## config.mk

```make
export PLATFORM = sky130hd
export DESIGN_NAME = dla_walker
export DESIGN_NICKNAME = d
export VERILOG_FILES = /design/src/dla_pkg.sv /design/src/dla_walker.sv
export SDC_FILE = /design/constraint.sdc
export NUM_CORES = 1
export LEC_CHECK = 0
export BUFFER_PORTS_ARGS = -buffer_cell sky130_fd_sc_hd__clkbuf_2
export CAP_MARGIN = 25
export CELL_PAD_IN_SITES_DETAIL_PLACEMENT = 0
export CELL_PAD_IN_SITES_GLOBAL_PLACEMENT = 1
export CORE_UTILIZATION = 41
export CTS_CLUSTER_SIZE = 30
export DETAILED_ROUTE_END_ITERATION = 16
export PLACE_DENSITY_LB_ADDON = 0.12
export RECOVER_POWER = 50
export SYNTH_ARGS = -nofsm -noshare
export SYNTH_HDL_FRONTEND = slang
export SYNTH_SLANG_ARGS = --single-unit
```

## constraint.sdc

```tcl
create_clock -name sys_clk -period 4 [get_ports sys_clk]
set_input_delay 0.4 -clock sys_clk [delete_from_list [all_inputs] [get_ports sys_clk]]
set_output_delay 0.4 -clock sys_clk [all_outputs]
set_load 0.02 [all_outputs]
```

## src/dla_pkg.sv

```systemverilog
// ------------------------------
// DLA frame buffer shared types
// Memory command, VGA timing and fixed colours
// ------------------------------
package dla_pkg;

   typedef logic [17:0] pix_addr_t;   // y * HSIZE + x
   typedef logic [15:0] pix_data_t;   // Colour in bits 11:0
   typedef logic [11:0] rgb_t;        // 4:4:4 red, green, blue
   typedef logic [9:0]  coord_t;

   // Command held stable with every req
   typedef struct packed {
      logic      we;
      pix_addr_t addr;
      pix_data_t wdata;
   } mem_req_t;

   typedef struct packed {
      logic [3:0] r;
      logic [3:0] g;
      logic [3:0] b;
      logic       hsync;   // Active low
      logic       vsync;   // Active low
   } vga_out_t;

   // ------------------------------
   // Timing, in pixels and lines
   // ------------------------------
   localparam int PIXEL_DIV = 8;   // sys_clk cycles per pixel
   localparam int H_FRONT   = 2;
   localparam int H_SYNC    = 3;
   localparam int H_BACK    = 2;
   localparam int V_FRONT   = 1;
   localparam int V_SYNC    = 2;
   localparam int V_BACK    = 1;

   localparam rgb_t        SEED_COLOR     = 12'hF00;
   localparam rgb_t        PARTICLE_COLOR = 12'h0FF;
   localparam logic [15:0] LFSR_DEFAULT   = 16'hACE1;   // Used for a zero seed

   // Linear word address of pixel (x, y)
   function automatic pix_addr_t pix_addr(coord_t x, coord_t y, int hsize);
      return pix_addr_t'(y) * pix_addr_t'(hsize) + pix_addr_t'(x);
   endfunction

endpackage
```

## src/dla_walker.sv

```systemverilog
// ------------------------------
// DLA particle source
// Clears the frame, plants the seed, walks particles until they stick
// ------------------------------
`timescale 1ns/1ps

module dla_walker #(
   parameter int HSIZE       = 16,
   parameter int VSIZE       = 12,
   parameter int N_PARTICLES = 20
) (
   input  logic               sys_clk,
   input  logic               sys_rst,
   input  logic               start_req,
   input  logic [15:0]        start_seed,
   input  logic               src_ack,
   input  dla_pkg::pix_data_t src_rdata,
   output logic               start_ack,
   output logic               done,
   output logic               src_req,
   output dla_pkg::mem_req_t  src_cmd
);
   import dla_pkg::*;

   localparam int        CW        = $clog2(HSIZE > VSIZE ? HSIZE : VSIZE);
   localparam int        PW        = $clog2(N_PARTICLES + 1);
   localparam pix_addr_t LAST_ADDR = pix_addr_t'(HSIZE * VSIZE - 1);
   localparam pix_addr_t SEED_ADDR = pix_addr_t'((VSIZE / 2) * HSIZE + HSIZE / 2);

   typedef enum logic [3:0] {
      W_IDLE, W_ACK, W_CLEAR, W_SEED, W_SPAWN, W_CHECK, W_NBR, W_STICK, W_MOVE
   } walk_state_t;

   walk_state_t   state;
   logic [15:0]   lfsr;
   logic [PW-1:0] p_cnt;
   logic [1:0]    nbr_idx;
   logic [1:0]    dir;
   logic          hit;
   logic          port_free;
   logic          port_done;
   logic          rd_set;     // Returned pixel is occupied
   coord_t        px, py;     // Walker position
   coord_t        nx, ny;     // Neighbour in direction dir
   coord_t        cand;       // Spawn offset along a border
   pix_addr_t     clr_addr;

   function automatic mem_req_t cmd(logic we, pix_addr_t a, rgb_t c);
      return '{we: we, addr: a, wdata: {4'h0, c}};
   endfunction

   assign port_free = !src_req && !src_ack;
   assign port_done = src_req && src_ack;
   assign rd_set    = (src_rdata[11:0] != 12'h000);
   assign dir       = (state == W_MOVE) ? lfsr[1:0] : nbr_idx;
   assign cand      = coord_t'(lfsr[2 +: CW]);

   // Up, down, left, right with wrap at the frame edges
   always_comb begin
      nx = px;
      ny = py;
      case (dir)
         2'd0:    ny = (py == '0) ? coord_t'(VSIZE - 1) : py - 10'd1;
         2'd1:    ny = (py == coord_t'(VSIZE - 1)) ? '0 : py + 10'd1;
         2'd2:    nx = (px == '0) ? coord_t'(HSIZE - 1) : px - 10'd1;
         default: nx = (px == coord_t'(HSIZE - 1)) ? '0 : px + 10'd1;
      endcase
   end

   always_ff @(posedge sys_clk) begin
      if (sys_rst) begin
         state     <= W_IDLE;
         start_ack <= 1'b0;
         done      <= 1'b0;
         src_req   <= 1'b0;
         lfsr      <= LFSR_DEFAULT;
      end else begin
         lfsr <= {lfsr[14:0], lfsr[15] ^ lfsr[13] ^ lfsr[12] ^ lfsr[10]};
         if (port_done)
            src_req <= 1'b0;

         case (state)
            W_IDLE: if (start_req) begin
               lfsr      <= (start_seed == 16'h0) ? LFSR_DEFAULT : start_seed;
               start_ack <= 1'b1;
               done      <= 1'b0;
               state     <= W_ACK;
            end
            W_ACK: if (!start_req) begin
               start_ack <= 1'b0;
               clr_addr  <= '0;
               state     <= W_CLEAR;
            end
            W_CLEAR: begin
               if (port_free) begin
                  src_req <= 1'b1;
                  src_cmd <= cmd(1'b1, clr_addr, '0);
               end
               if (port_done) begin
                  clr_addr <= clr_addr + 18'd1;
                  if (clr_addr == LAST_ADDR) state <= W_SEED;
               end
            end
            W_SEED: begin
               if (port_free) begin
                  src_req <= 1'b1;
                  src_cmd <= cmd(1'b1, SEED_ADDR, SEED_COLOR);
               end
               if (port_done) begin
                  p_cnt <= '0;
                  state <= W_SPAWN;
               end
            end
            W_SPAWN: if (cand < coord_t'(lfsr[1] ? VSIZE : HSIZE)) begin
               case (lfsr[1:0])   // Border side
                  2'd0: begin px <= cand; py <= '0; end
                  2'd1: begin px <= cand; py <= coord_t'(VSIZE - 1); end
                  2'd2: begin px <= '0; py <= cand; end
                  default: begin px <= coord_t'(HSIZE - 1); py <= cand; end
               endcase
               state <= W_CHECK;
            end
            W_CHECK: begin   // Spawn must land on an empty pixel
               if (port_free) begin
                  src_req <= 1'b1;
                  src_cmd <= cmd(1'b0, pix_addr(px, py, HSIZE), '0);
               end
               if (port_done) begin
                  nbr_idx <= 2'd0;
                  hit     <= 1'b0;
                  state   <= rd_set ? W_SPAWN : W_NBR;
               end
            end
            W_NBR: begin
               if (port_free) begin
                  src_req <= 1'b1;
                  src_cmd <= cmd(1'b0, pix_addr(nx, ny, HSIZE), '0);
               end
               if (port_done) begin
                  hit     <= hit || rd_set;
                  nbr_idx <= nbr_idx + 2'd1;
                  if (nbr_idx == 2'd3) state <= (hit || rd_set) ? W_STICK : W_MOVE;
               end
            end
            // Only moves with all four neighbours empty, so the new pixel is empty too
            W_MOVE: begin
               px      <= nx;
               py      <= ny;
               nbr_idx <= 2'd0;
               hit     <= 1'b0;
               state   <= W_NBR;
            end
            W_STICK: begin
               if (port_free) begin
                  src_req <= 1'b1;
                  src_cmd <= cmd(1'b1, pix_addr(px, py, HSIZE), PARTICLE_COLOR);
               end
               if (port_done) begin
                  p_cnt <= p_cnt + 1'b1;
                  if (p_cnt == PW'(N_PARTICLES - 1)) begin
                     done  <= 1'b1;
                     state <= W_IDLE;
                  end else begin
                     state <= W_SPAWN;
                  end
               end
            end
            default: state <= W_IDLE;
         endcase
      end
   end

endmodule

```

==> impl_metrics.csv <==
group,metric,value,unit
sta,fmax,0.263,GHz
worst_setup_path,critPathRequiredTime,4.11,ns
floorplan,ios,74,
run,cap_violations,0,
power,ir_drop,0.326,mV
worst_hold_path,holdCritStartpoint,"src_ack",
floorplan,initial_core_util,42.2,%
route,wire_per_inst,17.4,microns
synth,ys_seq_area_share,40.2,%
cts,h-tree-depth,3,
sta,hold_violations,0,
route,via_per_inst,5.80,
finish,fillers,1445,
synth,synth-async-reset-ratio,0,%
global_route,track_usage,21.2,%
place,dp_hpwl,12.1,mm
power,p_switching,1.14,mW
finish,n_antenna_cell,0,
worst_setup_path,crit_top_cell,"a21oi_1",
sta,setup_viol,0,
global_route,grt_antenna_before_repair,0,
floorplan,dieArea,15500,sq um
cts,worstSkewPairLatency,0.35,ns
worst_setup_path,critPathBufInv,0,
floorplan,num_rows,44,
synth,yosys.area.top_type_share,32.7,%
status,status,"complete, no violations",
sta,fin_tns_setup,0,ns
worst_setup_path,rr_startpoint,"state[0]",
sta,rsz0062_at_grt,"false",
sta,worst_slack,0.202,ns
global_route,grt_first_pass_wirelength,26.2,mm
cts,clk_pin_slew,0.07,ns
synth,synth_edf_count,67,
sta,post-route-min-period,3.80,ns
sta,worstMarginPinSlew,1.22,ns
worst_setup_path,startpoint_type,"flop",
sta,slew_headroom,18.7,%
synth,yosysTopAreaCell,"edfxtp_1",
worst_setup_path,crit_family,"simple AND/OR/NAND/NOR gates",
place,pre_cts_slack,0.236,ns
synth,ys_warn_count,0,
power,comb_power_share,32.1,%
worst_setup_path,crit_chain,"or4b_4, mux2i_2, nand2_1, o32ai_1, nor2_1, a21oi_1, ha_1, a21oi_1, or4_4, nand3_1, nand2_2, o21ba_1, a211o_1",
worst_setup_path,crit_slowest_cell,"or4b_4",
worst_hold_path,worstHoldPathType,"in2reg",
floorplan,die_x,125,microns
worst_setup_path,reg2reg_to,"src_cmd[29]",
finish,drive_above_1_share,14.1,%
sta,slew_violations,0,
worst_hold_path,whs_path_depth,2,
finish,area_growth,14.4,%
power,swShare,35.2,%
power,leakage,2.61,nW
finish,fin_nets,813,
cts,cts-buffers-inserted,9,
worst_hold_path,hold_end,"src_req",
global_route,grt-ovfl-total,0,
synth,synthCells,684,
synth,mappedNetlistArea,6150,sq um
cts,cts_sinks,90,
place,port_buffers,65,
sta,fin_skew,0.00698,ns
floorplan,core_area,14600,sq um
route,route.detailed.drc,0,
synth,syn_avg_cell_area,9.00,sq um
worst_setup_path,worstSetupPathType,"reg2reg",
route,finalWirelength,16.4,mm
synth,yosysMostFrequentCell,"nand2_1",
floorplan,die_y,125,microns
route,firstDrtPassIters,5,
cts,cts-root-buf,"clkbuf_16",
route,route.vias.total,5477,
power,seqPwrFrac,39.2,%
worst_setup_path,reg2regPathDepth,13,
power,internal_power,2.10,mW
finish,finish.utilization,48.3,%
worst_setup_path,crit_arrival,3.90,ns
synth,ys.flop_type,"edfxtp_1",
place,routabilityCongestion,0.843,
worst_setup_path,reg2reg_slack,0.20,ns
synth,synth_area_leaders,"edfxtp_1 33%, dfxtp_1 7.5%, nand2_1 4.4%, nor2_1 4.3%, ha_1 4.1%",
route,drt_iter0_markers,373,
synth,synth_seq_cells,90,
power,power,3.24,mW
power,pwr-share-clk,28.7,%
cts,cts_tree,"built",
cts,cts_buffer_depth,2,
route,ant_nets,0,
synth,yosys-top-cells-count,"72 x nand2_1, 70 x nor2_1, 67 x edfxtp_1, 49 x a21oi_1, 31 x clkbuf_1",
power,power_density,460,nW/um^2
synth,synth_cell_types,78,
sta,fin_crit_sh,95.0,%
global_route,grt_pass1_vias,5090,
global_route,grt_max_degree,29,
worst_setup_path,crit_path_max_incr_delay,0.69,ns
worst_setup_path,crit_fanout,17,
worst_setup_path,end_kind,"flop",
flip-flops by register name, summed over array words and instances, names as in the netlist, 2 cells and up:
signal / count
p_cnt: 5
py: 10
nbr_idx: 2
clr_addr: 18
src_cmd: 21
px: 10
lfsr: 16
state: 4
worst max path at each step:
stage	startpoint	to	slack, ns	cells past startpoint
after CTS	state[0]	src_cmd[29]	0.21	14
final	state[0]	src_cmd[29]	0.20	13
after global routing	state[0]	src_cmd[26]	0.004	13
after global placement	state[0]	src_cmd[29]	0.26	14
after floorplan	state[1]	src_cmd[29]	0.29	15
after detailed placement	state[0]	src_cmd[26]	0.24	12
final cells by class:
cell class	count	area, sq um	share of cell area, %
Sequential cell	90	2470	35.1
Clock buffer	10	229	3.25
Timing Repair Buffer	107	579	8.23
Tap cell	184	230	3.27
Clock inverter	6	88.8	1.26
Inverter	19	71.3	1.01
Multi-Input combinational cell	528	3370	47.9
cells in the final DEF (no fill, tap or decap), drive strengths merged, types with 3 or more instances in the layout:
cell,Yosys,layout
mux2,3,3
o21ai,33,33
edfxtp,67,67
dfxtp,23,23
a31oi,5,5
clkbuf,31,80
and3,9,9
a221oi,4,4
a211oi,10,10
xnor2,17,17
conb,1,4
nor4,18,18
nand3,28,28
o22ai,13,13
nor2b,16,16
o31ai,4,4
a21o,8,8
a22oi,8,8
nor2,70,70
mux2i,9,9
ha,20,20
nand2,74,74
a21oi,50,50
and2,7,7
nor3,15,15
nand2b,13,13
or4,7,7
nand4,10,10
inv,19,21
buf,19,37
o211ai,6,6
xor2,23,23
power groups by stage:
stage / sequential [mW] / combinational (mW) / clock [mW]
after global routing: 1.28 / 1.15 / 0.985
after detailed placement: 1.29 / 1.05 / 0
after floorplan: 1.29 / 0.751 / 0
after CTS: 1.27 / 1.06 / 0.948
after global placement: 1.28 / 1.05 / 0
final: 1.27 / 1.04 / 0.931
stage by stage:
step | hold slack, ns | instances | cell area (sq um)
floorplan | 0.422 | 687 | 6170
global placement | 0.433 | 922 | 6740
detailed placement | 0.431 | 922 | 6740
CTS | 0.240 | 938 | 7050
global route | 0.245 | 944 | 7040
finish | 0.239 | 944 | 7040
kinds of logic (layout without fill, tap and decap cells):
kind of cell    count (synthesis)  count (layout)  synth area share, %
fa+ha+maj                      22              22                 4.72
buf+inv                        69             142                 5.71
flops                          90              90                 40.2
other cells                     1               4               0.0609
compound gates                169             169                 18.4
xor+xnor                       40              40                 5.69
mux                            12              12                 2.60
simple gates                  281             281                 22.6
metal layers:
layer / global-route usage [%] / up-vias / wire (microns)
li1: - / 2653 / -
met1: 28.5 / 2634 / 7440
met2: 35.0 / 168 / 8040
met3: 2.96 / 22 / 697
met4: 7.23 / 0 / 253
met5: 0 / - / 0
repair_timing:
| action | in CTS | in global routing |
|---|---|---|
| resized for setup | 0 | 2 |
| buffers inserted | 0 | 5 |
| hold buffers | 0 | 0 |
| endpoints found under the hold margin | 0 | 0 |
| setup endpoints to repair | 0 | 4 |
(Power assumes the default switching activity.)
