===== src/dla_pkg.sv =====
// ------------------------------
// DLA frame buffer shared types
// Memory command, VGA timing and fixed colours
// ------------------------------
package dla_pkg;

   typedef logic [17:0] pix_addr_t;   // y * HSIZE + x
   typedef logic [15:0] pix_data_t;   // Colour in bits 11:0
   typedef logic [11:0] rgb_t;        // 4:4:4 red, green, blue
   typedef logic [9:0]  coord_t;

   // Command held stable with every req
   typedef struct packed {
      logic      we;
      pix_addr_t addr;
      pix_data_t wdata;
   } mem_req_t;

   typedef struct packed {
      logic [3:0] r;
      logic [3:0] g;
      logic [3:0] b;
      logic       hsync;   // Active low
      logic       vsync;   // Active low
   } vga_out_t;

   // ------------------------------
   // Timing, in pixels and lines
   // ------------------------------
   localparam int PIXEL_DIV = 8;   // sys_clk cycles per pixel
   localparam int H_FRONT   = 2;
   localparam int H_SYNC    = 3;
   localparam int H_BACK    = 2;
   localparam int V_FRONT   = 1;
   localparam int V_SYNC    = 2;
   localparam int V_BACK    = 1;

   localparam rgb_t        SEED_COLOR     = 12'hF00;
   localparam rgb_t        PARTICLE_COLOR = 12'h0FF;
   localparam logic [15:0] LFSR_DEFAULT   = 16'hACE1;   // Used for a zero seed

   // Linear word address of pixel (x, y)
   function automatic pix_addr_t pix_addr(coord_t x, coord_t y, int hsize);
      return pix_addr_t'(y) * pix_addr_t'(hsize) + pix_addr_t'(x);
   endfunction

endpackage

===== src/vga_sync.sv =====
// ------------------------------
// VGA sync generator
// Pixel tick divider, scan counters and sync pulses
// ------------------------------
`timescale 1ns/1ps

module vga_sync #(
   parameter int HSIZE = 16,
   parameter int VSIZE = 12
) (
   input  logic            sys_clk,
   input  logic            sys_rst,
   output logic            pix_tick,
   output dla_pkg::coord_t pix_x,
   output dla_pkg::coord_t pix_y,
   output logic            pix_active,
   output logic            hsync,
   output logic            vsync
);
   import dla_pkg::*;

   localparam int H_TOTAL  = HSIZE + H_FRONT + H_SYNC + H_BACK;
   localparam int V_TOTAL  = VSIZE + V_FRONT + V_SYNC + V_BACK;
   localparam int HS_START = HSIZE + H_FRONT;
   localparam int VS_START = VSIZE + V_FRONT;

   logic [$clog2(PIXEL_DIV)-1:0] div_cnt;
   logic                         tick_now;
   coord_t                       h_next;
   coord_t                       v_next;

   assign tick_now = (div_cnt == PIXEL_DIV - 1);

   // Next scan position
   always_comb begin
      h_next = pix_x + 10'd1;
      v_next = pix_y;
      if (pix_x == coord_t'(H_TOTAL - 1)) begin
         h_next = '0;
         v_next = (pix_y == coord_t'(V_TOTAL - 1)) ? '0 : pix_y + 10'd1;
      end
   end

   always_ff @(posedge sys_clk) begin
      if (sys_rst) begin
         div_cnt    <= '0;
         pix_tick   <= 1'b0;
         pix_x      <= coord_t'(H_TOTAL - 1);   // First tick lands on (0, 0)
         pix_y      <= coord_t'(V_TOTAL - 1);
         pix_active <= 1'b0;
         hsync      <= 1'b1;
         vsync      <= 1'b1;
      end else begin
         pix_tick <= tick_now;
         if (tick_now) begin
            div_cnt    <= '0;
            pix_x      <= h_next;
            pix_y      <= v_next;
            pix_active <= (h_next < HSIZE) && (v_next < VSIZE);
            hsync      <= !((h_next >= HS_START) && (h_next < HS_START + H_SYNC));
            vsync      <= !((v_next >= VS_START) && (v_next < VS_START + V_SYNC));
         end else begin
            div_cnt <= div_cnt + 1'b1;
         end
      end
   end

endmodule


===== config.mk =====
export PLATFORM = sky130hd
export DESIGN_NAME = vga_sync
export DESIGN_NICKNAME = d
export VERILOG_FILES = /design/src/dla_pkg.sv /design/src/vga_sync.sv
export SDC_FILE = /design/constraint.sdc
export NUM_CORES = 1
export LEC_CHECK = 0
export BUFFER_PORTS_ARGS = -buffer_cell sky130_fd_sc_hd__buf_4
export CELL_PAD_IN_SITES_DETAIL_PLACEMENT = 1
export CELL_PAD_IN_SITES_GLOBAL_PLACEMENT = 1
export CORE_MARGIN = 4
export CORE_UTILIZATION = 40
export CTS_BUF_LIST = sky130_fd_sc_hd__clkbuf_2
export DETAILED_ROUTE_END_ITERATION = 8
export GPL_TIMING_DRIVEN = 0
export PLACE_DENSITY = 0.78
export SYNTH_ARGS = -nofsm -noshare
export SYNTH_HDL_FRONTEND = slang
export SYNTH_SLANG_ARGS = --single-unit

===== constraint.sdc =====
create_clock -name sys_clk -period 3.85 [get_ports sys_clk]
set_input_delay 0.77 -clock sys_clk [delete_from_list [all_inputs] [get_ports sys_clk]]
set_output_delay 0.77 -clock sys_clk [all_outputs]
set_load 0.005 [all_outputs]

==> results of run 1 <==
==> flip-flops by register name (all words and copies together) (netlist names) <==
| name | flops |
|---|---|
| pix_y | 10 |
| pix_x | 10 |
| hsync | 1 |
| pix_tick | 1 |
| vsync | 1 |
| div_cnt | 3 |
| pix_active | 1 |
==> how the worst max path moves through the flow <==
stage               depth (start not counted)    endpoint  slack, ns  startpoint
floorplan                                   8  pix_active       1.90    pix_x[0]
global placement                            8  pix_active       1.68    pix_x[0]
detailed placement                          8  pix_active       1.57    pix_x[0]
CTS                                         8  pix_active       1.52    pix_x[0]
global route                                8  pix_active       1.31    pix_x[0]
finish                                      8  pix_active       1.49    pix_x[0]
==> report_power, final <==
group / switching, mW / internal [mW]
registers: 0.00235 / 0.284
clock network: 0.0865 / 0.0236
logic: 0.0172 / 0.0111
total: 0.106 / 0.319
==> layout by cell type (no fill, tap or decap), types with 2 or more instances in the layout <==
| master | instances |
|---|---|
| and2_1 | 3 |
| buf_6 | 2 |
| inv_1 | 4 |
| a21oi_1 | 6 |
| and3_1 | 7 |
| buf_4 | 27 |
| o21ai_0 | 10 |
| nor2_1 | 21 |
| xor2_1 | 9 |
| nand3_1 | 8 |
| nor3_1 | 6 |
| nor2b_1 | 3 |
| clkbuf_2 | 4 |
| nor3b_1 | 2 |
| clkbuf_1 | 6 |
| dfxtp_1 | 27 |
| nand2_1 | 16 |
| a211o_1 | 4 |
| nand4_1 | 8 |
| nor4_1 | 2 |
| xnor2_1 | 6 |
| ha_1 | 5 |
| o31ai_1 | 3 |
| and4_1 | 2 |
==> logic make-up (layout without fill, tap and decap cells) <==
logic type | count (synthesis) | count (layout)
AND/OR/NAND/NOR | 89 | 89
AO/OA/AOI/OAI | 38 | 38
flip-flops | 27 | 27
buffers and inverters | 17 | 46
XOR/XNOR | 15 | 15
adder cells (fa/ha/maj) | 5 | 5
multiplexers | 1 | 1
==> layer usage <==
metal,wire length [um],vias to the layer above
met5,0,-
met4,33,0
met3,155,5
met2,2230,28
met1,2000,768
li1,-,757
==> layout make-up <==
type                            instances  share of cell area (%)
Buffer                                 13                    3.91
Clock buffer                            3                   0.796
Multi-Input combinational cell        148                    52.5
Timing Repair Buffer                   25                    9.95
Sequential cell                        27                    28.6
Tap cell                               48                    3.18
Inverter                                4                   0.796
Clock inverter                          1                   0.265
==> results.toml, run 1 <==
[clock_tree]
clk_pin_slew_ns = 0.24
post_cts_buffers = 0
cts_root_buf = "clkbuf_2"
cts_made_buffers = 3
cts_buffer_depth = 2
clock_latency_ns = 0.37
cts_htree_levels = 1
cts_tree = "built"
cts.sinks = 27
cts_resized = 0
ctsHoldBuffers = 0

[sta]
fin_setup_tns_ns = 0
relSlewSlack_pct = 64.5
worst_pin_slew_ns = 0.532
hold_viol = 0
fin_skew_ns = 0.0217
timing.final.ws_setup_ns = 1.49
grt_setup_unrepaired = "no"
max_freq_ghz = 0.424
slew_viol_final = 0
period_needed_ns = 2.36
post-route-period-util_pct = 61.3
setup_viol = 0
hold-worst-slack_ns = 0.449

[job]
drv_cap = 0

[cells_and_area]
final_nets = 229
area_delta_synth_final_pct = 16.5
fillCellCount = 488
antenna_cells = 0
multi_input_area_sq_um = 990
drive_above_1_share_pct = 19.5
fin_cells = 269
utilization_pct = 49.7
final_area_sq_mm = 0.00189
seqCellArea_sq_um = 541

[floorplan]
coreArea_sq_mm = 0.00380
die_w_um = 71.6
dieArea_sq_mm = 0.00513
core.rowCount = 22
die_y_um = 71.6
initial_core_util_pct = 42.6
io_pins = 26

[routing]
wirelength_mm = 4.42
num_vias = 1558
wl_per_cell_um = 16.4
post_drt_via_cell_ratio = 5.79
initialDrtViolationCount = 108
drc = 0
firstDrtPassIters = 4
ant_nets = 0

[synthesis]
synthXorXnorAreaFrac_pct = 8.11
synth_compound_area_share_pct = 17.5
synthMuxAreaShare_pct = 0.618
synth_area_sq_mm = 0.00162
synthAdderAreaFrac_pct = 3.86
syn_inst = 192
synth_top_area_share_pct = 33.4
synthFlopType = "dfxtp_1"
synthTopCellsByCount = "27 x dfxtp_1, 21 x nor2_1, 16 x nand2_1"
ys_ff_latch = 27
synth_top_family_by_area = "simple AND/OR/NAND/NOR gates"
synthTopCellsByArea = "dfxtp_1 33%, nor2_1 4.9%, xor2_1 4.9%"
synth-edff-count = 0
yosys.area.top_type = "dfxtp_1"
synth_cell_types = 53
synthSimpleGateAreaFrac_pct = 31.0
synth.most_common_cell = "dfxtp_1"
ys_async_sr_fraction_pct = 0
synth_fp_nets = 199
synth-seq-area-share_pct = 33.4
avgSynthCellArea_sq_um = 8.43
yosysWarnings = 0

[critical_path]
r2r-start = "pix_x[0]"
slowest_delay_ns = 0.59
critPathTopFamily = "simple AND/OR/NAND/NOR gates"
worst_r2r_path_depth = 8
cp_slowest_cell = "dfxtp_1"
crit_arrival_ns = 2.64
crit_chain = "ha_1 -> clkbuf_1 -> and3_1 -> and3_1 -> nand3_1 -> o31ai_1 -> nand3_1 -> o41ai_2"
crit_required_ns = 4.13
crit_path_max_fanout = 9
path_class = "reg -> reg"
critPathBufInv = 1
timing.rr.end = "pix_active"
r2r_setup_slack_ns = 1.49
start_kind = "flop"
setup.worst_path.end_class = "flop"

[global_route]
grt_max_degree = 16
grt_pass1_vias = 1520
use_met3_pct = 3.37
grt-ovfl-total = 0
use_met1_pct = 22.0
busiest_layer = "met2"
grt_pass1_wl_mm = 7.27
grt_util_all_layers_pct = 17.4
antenna_found_initial = 0
use_met2_pct = 30.6

[placed_design]
place_ws_ns = 1.57
gp_congestion = 0.849
place_inst = 265
dpl_cell_area_sq_mm = 0.00187
place_hpwl_mm = 3.37
io_buffer_count = 25

[power]
ir_worst_vdd_mv = 0.183
power_uw = 425
power_density_mw_per_mm2 = 225
p_leak_nw = 0.732

[status]
outcome = "complete, no violations"

[worst_hold_path]
worstHoldStart = "div_cnt[0]"
min_path_type = "reg -> reg"
whs_endpoint = "div_cnt[0]"
hold_depth = 1
(Power assumes the default switching activity.)
==> inputs of run 2 (changes only) <==
Settings changed: CORE_UTILIZATION 40 to 39, PLACE_DENSITY 0.78 to 0.79.
Clock period 3.85 ns to 2 ns, I/O delays scaled along.
==> results.toml, run 2 (same netlist as run 1, synthesis figures left out) <==
[sta]
post-route-period-util_pct = 102
period_needed_ns = 2.04
relSlewSlack_pct = 64.5
worst_pin_slew_ns = 0.533
fin_skew_ns = 0.00511
setup_viol = 2
timing.final.ws_setup_ns = -0.0409
slew_viol_final = 0
max_freq_ghz = 0.490
grt_setup_unrepaired = "yes"
hold_viol = 0

[critical_path]
crit_chain = "inv_2 -> ha_1 -> and4bb_2 -> nand4_1 -> xor2_1 -> and4b_1 -> o221a_1 -> a41oi_2"
slowest_delay_ns = 0.43
critPathTopFamily = "simple AND/OR/NAND/NOR gates"
setup.worst_path.end_class = "flop"
cp_slowest_cell = "dfxtp_4"
crit_required_ns = 2.34
crit_path_max_fanout = 5
start_kind = "flop"
critPathBufInv = 1
worst_r2r_path_depth = 8
path_class = "reg -> reg"
crit_arrival_ns = 2.38
path_depth = 8

[routing]
ant_nets = 0
wl_met2_mm = 2.15
num_vias = 1549
topRoutingLayerUsed = "met4"
drc = 0
post_drt_via_cell_ratio = 5.63
wl_met1_mm = 2.11
firstDrtPassIters = 4
initialDrtViolationCount = 87
met3_length_um = 137
wl_per_cell_um = 16.1
wirelength_mm = 4.42

[cells_and_area]
antenna_cells = 0
final_cell_mix = "32 x buf_4, 22 x dfxtp_1, 19 x nor2_1, 16 x nand2_1, 10 x o21ai_0"
drive_above_1_share_pct = 28.0
layout_commonest_cell = "buf_4"
final_nets = 233
reg.largest.list = "pix_x: 10 flops, pix_y: 10 flops, div_cnt: 3 flops"
multi_input_area_sq_mm = 0.00102
seqCellArea_sq_um = 554
fillCellCount = 501
area_delta_synth_final_pct = 22.6
final_area_sq_mm = 0.00198

[global_route]
grt_util_all_layers_pct = 17.6
antenna_found_initial = 0
grt_pass1_wl_mm = 7.36
grt_pass1_vias = 1502
grt_max_degree = 17
grt-ovfl-total = 0

[worst_hold_path]
min_path_type = "in -> reg"
hold_depth = 2

[placed_design]
io_buffer_count = 25
place_ws_ns = -0.256
gp_congestion = 0.770
dpl_cell_area_sq_mm = 0.00187
place_hpwl_mm = 3.14

[power]
p_leak_nw = 0.772
ir_worst_vdd_mv = 0.222
power_density_mw_per_mm2 = 423

[clock_tree]
cts_made_buffers = 3
cts_htree_levels = 1
cts.sinks = 27
cts_buffer_depth = 2
cts_root_buf = "clkbuf_2"
ctsHoldBuffers = 0
clk_pin_slew_ns = 0.28
cts_tree = "built"
clock_latency_ns = 0.38

[floorplan]
die_y_um = 72.4
core.rowCount = 23
coreArea_sq_mm = 0.00400
io_pins = 26
dieArea_sq_mm = 0.00525
die_w_um = 72.4
initial_core_util_pct = 40.5

[status]
violations = "negative setup slack"
outcome = "finished, violations left"

[job]
drv_cap = 0
## run 2: cell count changes in the layout (fill, tap and decap cells not counted), sizes merged
cell / previous run / this run
buf: 31 / 36
clkbuf: 10 / 9
clkinv: 1 / 0
clkinvlp: 0 / 1
## run 2: cell type report
class / instances / share of cell area, %
sequential: 27 / 27.9
buffer: 10 / 3.59
clock inverter: 1 / 0.378
timing repair buffer: 32 / 12.1
clock buffer: 3 / 0.757
multi-input combinational: 148 / 51.3
tap: 50 / 3.15
inverter: 4 / 0.757
## run 2: worst paths after layout
kind | start | end | slack [ns]
max | pix_x[0] | vsync | -0.04
min | sys_rst | pix_tick | 0.21
max reg2reg | pix_x[0] | vsync | -0.04
min reg2reg | div_cnt[0] | div_cnt[0] | 0.45
## run 2: per-stage QoR
stage	utilization, %	TNS, ns	hold WS, ns	total power [mW]	std cells
after detailed placement	46.7	-0.556	0.420	0.616	267
after global placement	46.7	-0.476	0.418	0.615	267
after global routing	49.6	-0.458	0.156	0.880	275
final	49.6	-0.0504	0.213	0.840	275
after floorplan	-	0	0.404	0.597	192
after CTS	48.7	-0.0180	0.232	0.847	274
## run 2: what timing repair did
action                                  4_1_cts  5_1_grt
resized for setup                            11       10
pin swaps                                     4        3
endpoints found under the setup margin        4       10
setup buffers                                 4        3
## run 2: power breakdown
part           internal (mW)  switching (mW)
combinational         0.0279          0.0357
sequential             0.543         0.00461
clock                 0.0463           0.183
## run 2: layer usage
metal / vias to the layer above / track usage, %
met3: 2 / 2.91
met5: - / 0
met1: 761 / 24.5
li1: 761 / -
met4: 0 / 2.46
met2: 25 / 29.5
## run 2: worst register-to-register path, stage by stage, from the launching register on
cell and delay (ns):
dfxtp_4 0.43, inv_2 0.05, ha_1 0.13, and4bb_2 0.31
nand4_1 0.19, xor2_1 0.21, and4b_1 0.20, o221a_1 0.29
a41oi_2 0.19
