## src/dla_pkg.sv

```systemverilog
// ------------------------------
// DLA frame buffer shared types
// Memory command, VGA timing and fixed colours
// ------------------------------
package dla_pkg;

   typedef logic [17:0] pix_addr_t;   // y * HSIZE + x
   typedef logic [15:0] pix_data_t;   // Colour in bits 11:0
   typedef logic [11:0] rgb_t;        // 4:4:4 red, green, blue
   typedef logic [9:0]  coord_t;

   // Command held stable with every req
   typedef struct packed {
      logic      we;
      pix_addr_t addr;
      pix_data_t wdata;
   } mem_req_t;

   typedef struct packed {
      logic [3:0] r;
      logic [3:0] g;
      logic [3:0] b;
      logic       hsync;   // Active low
      logic       vsync;   // Active low
   } vga_out_t;

   // ------------------------------
   // Timing, in pixels and lines
   // ------------------------------
   localparam int PIXEL_DIV = 8;   // sys_clk cycles per pixel
   localparam int H_FRONT   = 2;
   localparam int H_SYNC    = 3;
   localparam int H_BACK    = 2;
   localparam int V_FRONT   = 1;
   localparam int V_SYNC    = 2;
   localparam int V_BACK    = 1;

   localparam rgb_t        SEED_COLOR     = 12'hF00;
   localparam rgb_t        PARTICLE_COLOR = 12'h0FF;
   localparam logic [15:0] LFSR_DEFAULT   = 16'hACE1;   // Used for a zero seed

   // Linear word address of pixel (x, y)
   function automatic pix_addr_t pix_addr(coord_t x, coord_t y, int hsize);
      return pix_addr_t'(y) * pix_addr_t'(hsize) + pix_addr_t'(x);
   endfunction

endpackage
```

## src/frame_buffer_arbiter.sv

```systemverilog
// ------------------------------
// Frame buffer arbiter
// VGA fetch owns the tick slot, particle source gets free slots
// ------------------------------
`timescale 1ns/1ps

module frame_buffer_arbiter #(
   parameter int HSIZE = 16
) (
   input  logic               sys_clk,
   input  logic               sys_rst,
   input  logic               pix_tick,
   input  dla_pkg::coord_t    pix_x,
   input  dla_pkg::coord_t    pix_y,
   input  logic               pix_active,
   input  logic               src_req,
   input  dla_pkg::mem_req_t  src_cmd,
   input  logic               mem_ack,
   input  dla_pkg::pix_data_t mem_rdata,
   output logic               src_ack,
   output dla_pkg::pix_data_t src_rdata,
   output logic               mem_req,
   output dla_pkg::mem_req_t  mem_cmd,
   output dla_pkg::rgb_t      colour
);
   import dla_pkg::*;

   typedef enum logic [1:0] {
      ARB_IDLE,
      ARB_VGA,
      ARB_SRC,
      ARB_REL    // Wait for mem_ack to drop
   } arb_state_t;

   arb_state_t state;
   pix_data_t  fetch_q;   // Word for the next displayed pixel
   pix_addr_t  next_addr;
   logic       vga_need;

   // Active pixels prefetch their successor. In vertical blanking the
   // last slot of the line brings in pixel (0, 0) for the next frame
   assign vga_need  = pix_active || (pix_x == coord_t'(HSIZE - 1));
   assign next_addr = pix_active ? pix_addr(pix_x, pix_y, HSIZE) + 18'd1 : '0;

   always_ff @(posedge sys_clk) begin
      if (sys_rst) begin
         state   <= ARB_IDLE;
         mem_req <= 1'b0;
         src_ack <= 1'b0;
         colour  <= '0;
      end else begin
         if (src_ack && !src_req)
            src_ack <= 1'b0;
         if (pix_tick)
            colour <= pix_active ? rgb_t'(fetch_q[11:0]) : '0;

         case (state)
            ARB_IDLE: if (pix_tick) begin
               if (vga_need) begin
                  mem_req <= 1'b1;
                  mem_cmd <= '{we: 1'b0, addr: next_addr, wdata: '0};
                  state   <= ARB_VGA;
               end else if (src_req && !src_ack) begin   // Free slot
                  mem_req <= 1'b1;
                  mem_cmd <= src_cmd;
                  state   <= ARB_SRC;
               end
            end
            ARB_VGA: if (mem_ack) begin
               fetch_q <= mem_rdata;
               mem_req <= 1'b0;
               state   <= ARB_REL;
            end
            ARB_SRC: if (mem_ack) begin
               src_rdata <= mem_rdata;
               src_ack   <= 1'b1;
               mem_req   <= 1'b0;
               state     <= ARB_REL;
            end
            ARB_REL: if (!mem_ack) state <= ARB_IDLE;
            default: state <= ARB_IDLE;
         endcase
      end
   end

endmodule

```

## config.mk

```make
export PLATFORM = sky130hd
export DESIGN_NAME = frame_buffer_arbiter
export DESIGN_NICKNAME = d
export VERILOG_FILES = /design/src/dla_pkg.sv /design/src/frame_buffer_arbiter.sv
export SDC_FILE = /design/constraint.sdc
export NUM_CORES = 1
export LEC_CHECK = 0
export ABC_CLOCK_PERIOD_IN_PS = 4100
export CAP_MARGIN = 10
export CORE_ASPECT_RATIO = 0.5
export CORE_UTILIZATION = 52
export CTS_BUF_LIST = sky130_fd_sc_hd__clkbuf_4 sky130_fd_sc_hd__clkbuf_8
export DETAILED_ROUTE_END_ITERATION = 10
export DONT_BUFFER_PORTS = 1
export PLACE_DENSITY_LB_ADDON = 0.15
export SLEW_MARGIN = 20
export SYNTH_ARGS = -nofsm -noshare
export SYNTH_HDL_FRONTEND = slang
export SYNTH_SLANG_ARGS = --single-unit
export TNS_END_PERCENT = 1
```

## constraint.sdc

```tcl
create_clock -name sys_clk -period 4.1 [get_ports sys_clk]
set_clock_uncertainty 0.15 [all_clocks]
set_input_delay 0.615 -clock sys_clk [delete_from_list [all_inputs] [get_ports sys_clk]]
set_output_delay 0.615 -clock sys_clk [all_outputs]
set_load 0.03 [all_outputs]
```

==> results.json, run 1 <==
{
  "status": "complete, no violations",
  "ant_nets": 0,
  "cts_max_path_buffers": 2,
  "fin_crit_ns": 2.31,
  "tightestPinTransition_ns": 0.916,
  "endpoint_kind": "flop",
  "ctsHoldBuffers": 0,
  "cts_tree": "done",
  "cp-start-kind": "input pin",
  "synthArstFlopShare_pct": 0,
  "netlist_area_sq_mm": 0.00351,
  "combPwrFrac_pct": 14.1,
  "start_util_pct": 55.9,
  "crit_fanout": 39,
  "setup_viol": 0,
  "drt_first_iter_violations": 162,
  "num_vias": 2210,
  "finalMaxSlewViolations": 0,
  "synth_most_common_cell": "edfxtp_1",
  "fp.dieH_um": 60.1,
  "post-dp-hpwl_um": 5400,
  "min_period_over_period_pct": 56.4,
  "via_per_inst": 5.89,
  "grt_pass1_wl_um": 11400,
  "nets": 371,
  "path_buf_inv": 1,
  "cp.required_ns": 4.00,
  "clk_pin_slew_ns": 0.08,
  "synth_area_leaders": "edfxtp_1, dfxtp_1, ha_1, and2_1, nor2b_1",
  "maxCapViolCount": 0,
  "syn_avg_cell_area_sq_um": 12.5,
  "clockPowerShare_pct": 33.3,
  "place_congestion": 0.854,
  "p_int_mw": 1.49,
  "grt_max_degree": 40,
  "rows": 20,
  "p_seq_share_pct": 52.6,
  "cpPeakStageDelay_ns": 0.74,
  "antenna_found_initial": 0,
  "yosys-top-cells-count": "edfxtp_1, nand2_1, and2_1, nor2_1, dfxtp_1",
  "drive_gt1_share_pct": 10.1,
  "grt_pass1_vias": 2190,
  "htree_levels": 3,
  "hp-class": "in -> reg",
  "drt-total-wl_um": 7360,
  "max_freq_ghz": 0.432,
  "cts_resized": 0,
  "cts-root-buf": "clkbuf_8",
  "diodes": 0,
  "die_w_um": 118,
  "cts_setup_buffers": 0,
  "coreArea_sq_mm": 0.00628,
  "dieArea_sq_mm": 0.00711,
  "crit_chain": "ha_1 > and3_1 > a31oi_4 > a21oi_4 > buf_4",
  "critPathArrivalTime_ns": 2.21,
  "ys_types": 49,
  "hold_viol": 0,
  "power.switching_mw": 0.597,
  "path_class": "in -> reg",
  "synth_largest_area_cell": "edfxtp_1",
  "dpl_cell_area_sq_mm": 0.00359,
  "ys_seq_elements": 79,
  "yosys_warnings": 0,
  "crit_family": "compound AO/OA/AOI/OAI gates",
  "drt_pass1_iterations": 5,
  "p_per_area_mw_per_mm2": 543,
  "critical-path-slowest-cell": "a31oi_4",
  "p_leak_nw": 1.32,
  "p_sw_share_pct": 28.6,
  "postSynthCellCount": 281,
  "clock_latency_ns": 0.34,
  "synthFlopType": "edfxtp_1",
  "yosysSeqAreaShare_pct": 63.0,
  "finalSetupTns_ns": 0,
  "synth.top_cell.area_share_pct": 53.9,
  "drc": 0,
  "rsz0062_at_grt": "no",
  "relSlewSlack_pct": 39.0,
  "overflow": 0,
  "grtUsageTotal_pct": 21.6,
  "cts_made_buffers": 9,
  "clkSinkCount": 79,
  "wl_per_cell_um": 19.6,
  "design_area_sq_mm": 0.00384,
  "synth_edf_count": 63,
  "area_growth_pct": 9.37,
  "peakVddDrop_mv": 0.234,
  "io_pins": 142,
  "port_buffers": 0,
  "synth.net_count": 370
}
## cell usage in the layout, fill, tap and decap left out, types with 3 or more instances in the layout
master,instances
a21oi_1,12
and2_1,21
and3_1,3
bufinv_16,3
clkbuf_8,9
dfxtp_1,16
edfxtp_1,63
ha_1,12
inv_1,5
nand2_1,23
nand3_1,12
nand4_1,4
nor2_1,20
nor2b_1,15
nor3_1,3
o21ai_0,12
or4_1,4
xnor2_1,4
## power by group through the flow
stage          Clock [mW]  Combinational [mW]  Sequential (mW)
6_report            0.694               0.294             1.10
5_1_grt             0.747               0.330             1.11
4_1_cts             0.717               0.294             1.10
3_5_place_dp            0               0.292             1.12
3_3_place_gp            0               0.279             1.12
2_1_floorplan           0               0.234             1.11
## cell type report
type	instances	area, sq um
clock buffers	10	131
clock inverters	6	116
fillers	493	2440
inverters	5	18.8
multi-input cells	186	1240
flip-flops and latches	79	2210
well taps	88	110
repair buffers	1	7.51
## kinds of logic (layout without fill, tap and decap cells)
logic type	count (synthesis)	in the layout	share of synthesized area, %
AOI/OAI and AO/OA	59	59	12.6
xor gates and xnor gates	6	6	1.50
buffers and inverters	16	22	2.14
DFF	79	79	63.0
adders and majority gates	12	12	4.27
and+or+nand+nor	109	109	16.5
## layer usage
metal	wire [um]	vias to the layer above	share of wire, %	global-route usage [%]
met1	2870	1047	39	25.8
met5	0	-	0	0
met4	38	0	0.52	5.86
met3	878	4	12	10.8
met2	3570	111	48	35.4
li1	-	1048	-	-
## state kept, by name, indices dropped and copies added, names as in the netlist
register   cells
colour        12
mem_req        1
state          2
mem_cmd       35
src_rdata     16
src_ack        1
fetch_q       12
## stage by stage
step / setup WS [ns] / power [mW] / cells / util [%] / hold slack [ns]
finish: 1.79 / 2.09 / 375 / 61.2 / 0.182
global route: 1.66 / 2.18 / 375 / 61.2 / 0.150
CTS: 1.80 / 2.11 / 375 / 61.2 / 0.153
detailed placement: 1.41 / 1.41 / 359 / 57.2 / 0.313
global placement: 1.46 / 1.39 / 359 / 57.2 / 0.304
floorplan: 0.280 / 1.34 / 281 / - / 0.298
## path summary, 6_finish.rpt
kind         depth (start not counted)             startpoint                       end  slack (ns)
max                                  5               pix_x[0]  mem_cmd[7]$_SDFFCE_PN0P_        1.79
min                                  1                sys_rst    colour[2]$_SDFFE_PP0P_        0.18
max reg2reg                          6  state[0]$_SDFFE_PP0P_     state[0]$_SDFFE_PP0P_        2.09
min reg2reg                          2   fetch_q[2]$_DFFE_PP_    colour[2]$_SDFFE_PP0P_        0.33
No activity file was read; power rests on OpenSTA's default activity.
==> run 2: changes to the inputs <==
- ABC_AREA: not set -> 1
- ABC_CLOCK_PERIOD_IN_PS: 4100 -> 2350
- clock period: 4.1 -> 2.35 ns (I/O delays scaled with it)
==> run 2 against run 1 <==
First-iteration DRC count grew 25%. Design area is 6.2% higher. Power grew 67%. Clock power is 40% higher. Global-route usage is 0.34 points higher. Register-to-register slack worse by 1.5 ns. Synthesized area grew 0.18%. Synthesized cell count increased by 26%. Via count increased by 13%. Critical endpoint is now mem_cmd[34]$_SDFFCE_PN0P_.
==> results.json, run 2 <==
{
  "status": "complete, no violations",
  "syn_avg_cell_area_sq_um": 9.97,
  "min_period_over_period_pct": 73.1,
  "rows": 20,
  "synthFlopType": "edfxtp_1",
  "synth_mux_area_share_pct": 0,
  "hold_viol": 0,
  "dieArea_sq_mm": 0.00712,
  "yosysSeqAreaShare_pct": 62.9,
  "endpoint_kind": "flop",
  "ys_seq_elements": 79,
  "clockPowerShare_pct": 27.9,
  "synth_largest_area_cell": "edfxtp_1",
  "synth_most_common_cell": "nand2_1",
  "setup_viol": 0,
  "synth_top_family_by_area": "simple AND/OR/NAND/NOR gates",
  "regMostFlops": "mem_cmd",
  "largest_reg_flops": 35,
  "post-dp-hpwl_um": 5240,
  "peakVddDrop_mv": 0.574,
  "netlist_area_sq_mm": 0.00352,
  "dpl.cell_count": 437,
  "place_congestion": 0.872,
  "nets": 471,
  "cts_setup_buffers": 0,
  "overflow": 0,
  "grt-busiest-layer": "met2",
  "coreArea_sq_mm": 0.00631,
  "finalMaxSlewViolations": 0,
  "io_pins": 142,
  "grtUsageTotal_pct": 22.0,
  "antenna_found_initial": 0,
  "yosys-top-cells-count": "nand2_1, edfxtp_1, inv_1, nor2_1, nand3_1",
  "grt_max_degree": 36,
  "path_class": "reg -> reg",
  "area_growth_pct": 16.0,
  "layout_common_cells": "nand2_1, edfxtp_1, inv_1",
  "cts-root-buf": "clkbuf_8",
  "start_util_pct": 55.8,
  "finalSetupTns_ns": 0,
  "relSlewSlack_pct": 66.5,
  "synth_compound_area_share_pct": 6.26,
  "maxCapViolCount": 0,
  "grt_use_met1_pct": 25.8,
  "drive_gt1_share_pct": 7.75,
  "htree_levels": 3,
  "reg2reg_depth": 5,
  "synthAdderAreaFrac_pct": 4.27,
  "critPathArrivalTime_ns": 1.61,
  "grt_pass1_vias": 2328,
  "crit_fanout": 35,
  "max_freq_ghz": 0.582,
  "p_per_area_mw_per_mm2": 856,
  "p_int_mw": 2.39,
  "num_vias": 2490,
  "wl_per_cell_um": 15.7,
  "die_w_um": 118,
  "via_per_inst": 5.24,
  "cp.required_ns": 2.24,
  "whs_path_depth": 2,
  "synth.net_count": 442,
  "combPwrFrac_pct": 17.1,
  "p_leak_nw": 1.68,
  "fp.dieH_um": 60.2,
  "synth_area_leaders": "edfxtp_1, dfxtp_1, nand2_1, inv_1, nor2_1",
  "synth.top_cell.area_share_pct": 53.8,
  "cts_resized": 0,
  "synth_xor_area_share_pct": 0.747,
  "synthSimpleGateAreaFrac_pct": 19.2,
  "cts_max_path_buffers": 2,
  "reg.largest.list": "mem_cmd: 35 flops, src_rdata: 16 flops",
  "p_sw_share_pct": 31.5,
  "p_seq_share_pct": 55.0,
  "cts_tree": "done",
  "final_common_cell": "nand2_1",
  "rsz0062_at_grt": "no",
  "tightestPinTransition_ns": 0.502,
  "synth_edf_count": 63,
  "synthArstFlopShare_pct": 0,
  "clkSinkCount": 79,
  "yosys_warnings": 0,
  "use_met2_pct": 38.2,
  "drt-total-wl_um": 7430,
  "drt_pass1_iterations": 4,
  "clock_latency_ns": 0.34,
  "power.switching_mw": 1.10,
  "ys_types": 31,
  "dpl_cell_area_sq_mm": 0.00366,
  "port_buffers": 0,
  "ant_nets": 0,
  "diodes": 0,
  "finalPower_mw": 3.49,
  "drt_first_iter_violations": 203,
  "clk_pin_slew_ns": 0.08,
  "postSynthCellCount": 353,
  "fin_crit_ns": 1.72,
  "grt_pass1_wl_um": 11500,
  "use_met3_pct": 8.49,
  "cp-start-kind": "flop",
  "cts_made_buffers": 9,
  "finalNonFillerCells": 475,
  "hp-class": "in -> reg",
  "design_area_sq_mm": 0.00408,
  "drc": 0
}
[run 2: worst paths after layout]
check / start / to / slack, ns
setup / recovery: state[0]$_SDFFE_PP0P_ / mem_cmd[34]$_SDFFCE_PN0P_ / 0.63
hold / removal: pix_tick / colour[8]$_SDFFE_PP0P_ / 0.02
setup reg to reg: state[0]$_SDFFE_PP0P_ / mem_cmd[34]$_SDFFCE_PN0P_ / 0.63
hold reg to reg: fetch_q[9]$_DFFE_PP_ / colour[9]$_SDFFE_PP0P_ / 0.39
[run 2: critical path, cell delays in order, from the launching register on]
cell and delay [ns]:
dfxtp_1 0.33, inv_1 0.13, ha_1 0.23, nand2_1 0.11, a211oi_4 0.21, buf_12 0.24
[run 2: layer usage]
metal | part of all wire [%] | vias up
met1 | 42 | 1142
li1 | - | 1228
met5 | 0 | -
met4 | 1.1 | 0
met2 | 49 | 111
met3 | 8.3 | 9
[run 2: logic make-up after synthesis]
| kind of cell | Yosys count |
|---|---|
| and+or+nand+nor | 160 |
| adders and majority gates | 12 |
| DFF | 79 |
| AOI/OAI and AO/OA | 40 |
| buffers and inverters | 59 |
| xor gates and xnor gates | 3 |
[run 2: final cells by class]
class / instances / area [sq um]
clock inverters: 7 / 72.6
flip-flops and latches: 79 / 2210
inverters: 51 / 194
clock buffers: 9 / 124
multi-input cells: 215 / 1100
well taps: 88 / 110
fillers: 508 / 2230
repair buffers: 26 / 263
[run 2: per-stage QoR]
step | util [%] | setup WS (ns) | hold WS, ns
finish | 64.7 | 0.631 | 0.0227
global route | 64.7 | 0.523 | 0.00448
CTS | 64.5 | 0.619 | 0.00308
detailed placement | 58.1 | 0.375 | 0.276
global placement | 58.1 | 0.411 | 0.274
floorplan | - | -0.106 | 0.272
[run 2: what timing repair did]
action,4_1_cts,5_1_grt
setup endpoints to repair,0,0
hold buffers,21,1
endpoints found under the hold margin,41,1
[run 2: power by group through the flow]
stage | Sequential (mW) | Clock, mW | Combinational, mW
6_report | 1.92 | 0.975 | 0.596
5_1_grt | 1.93 | 1.07 | 0.685
4_1_cts | 1.92 | 1.00 | 0.596
3_5_place_dp | 1.95 | 0 | 0.557
3_3_place_gp | 1.95 | 0 | 0.535
2_1_floorplan | 1.94 | 0 | 0.445
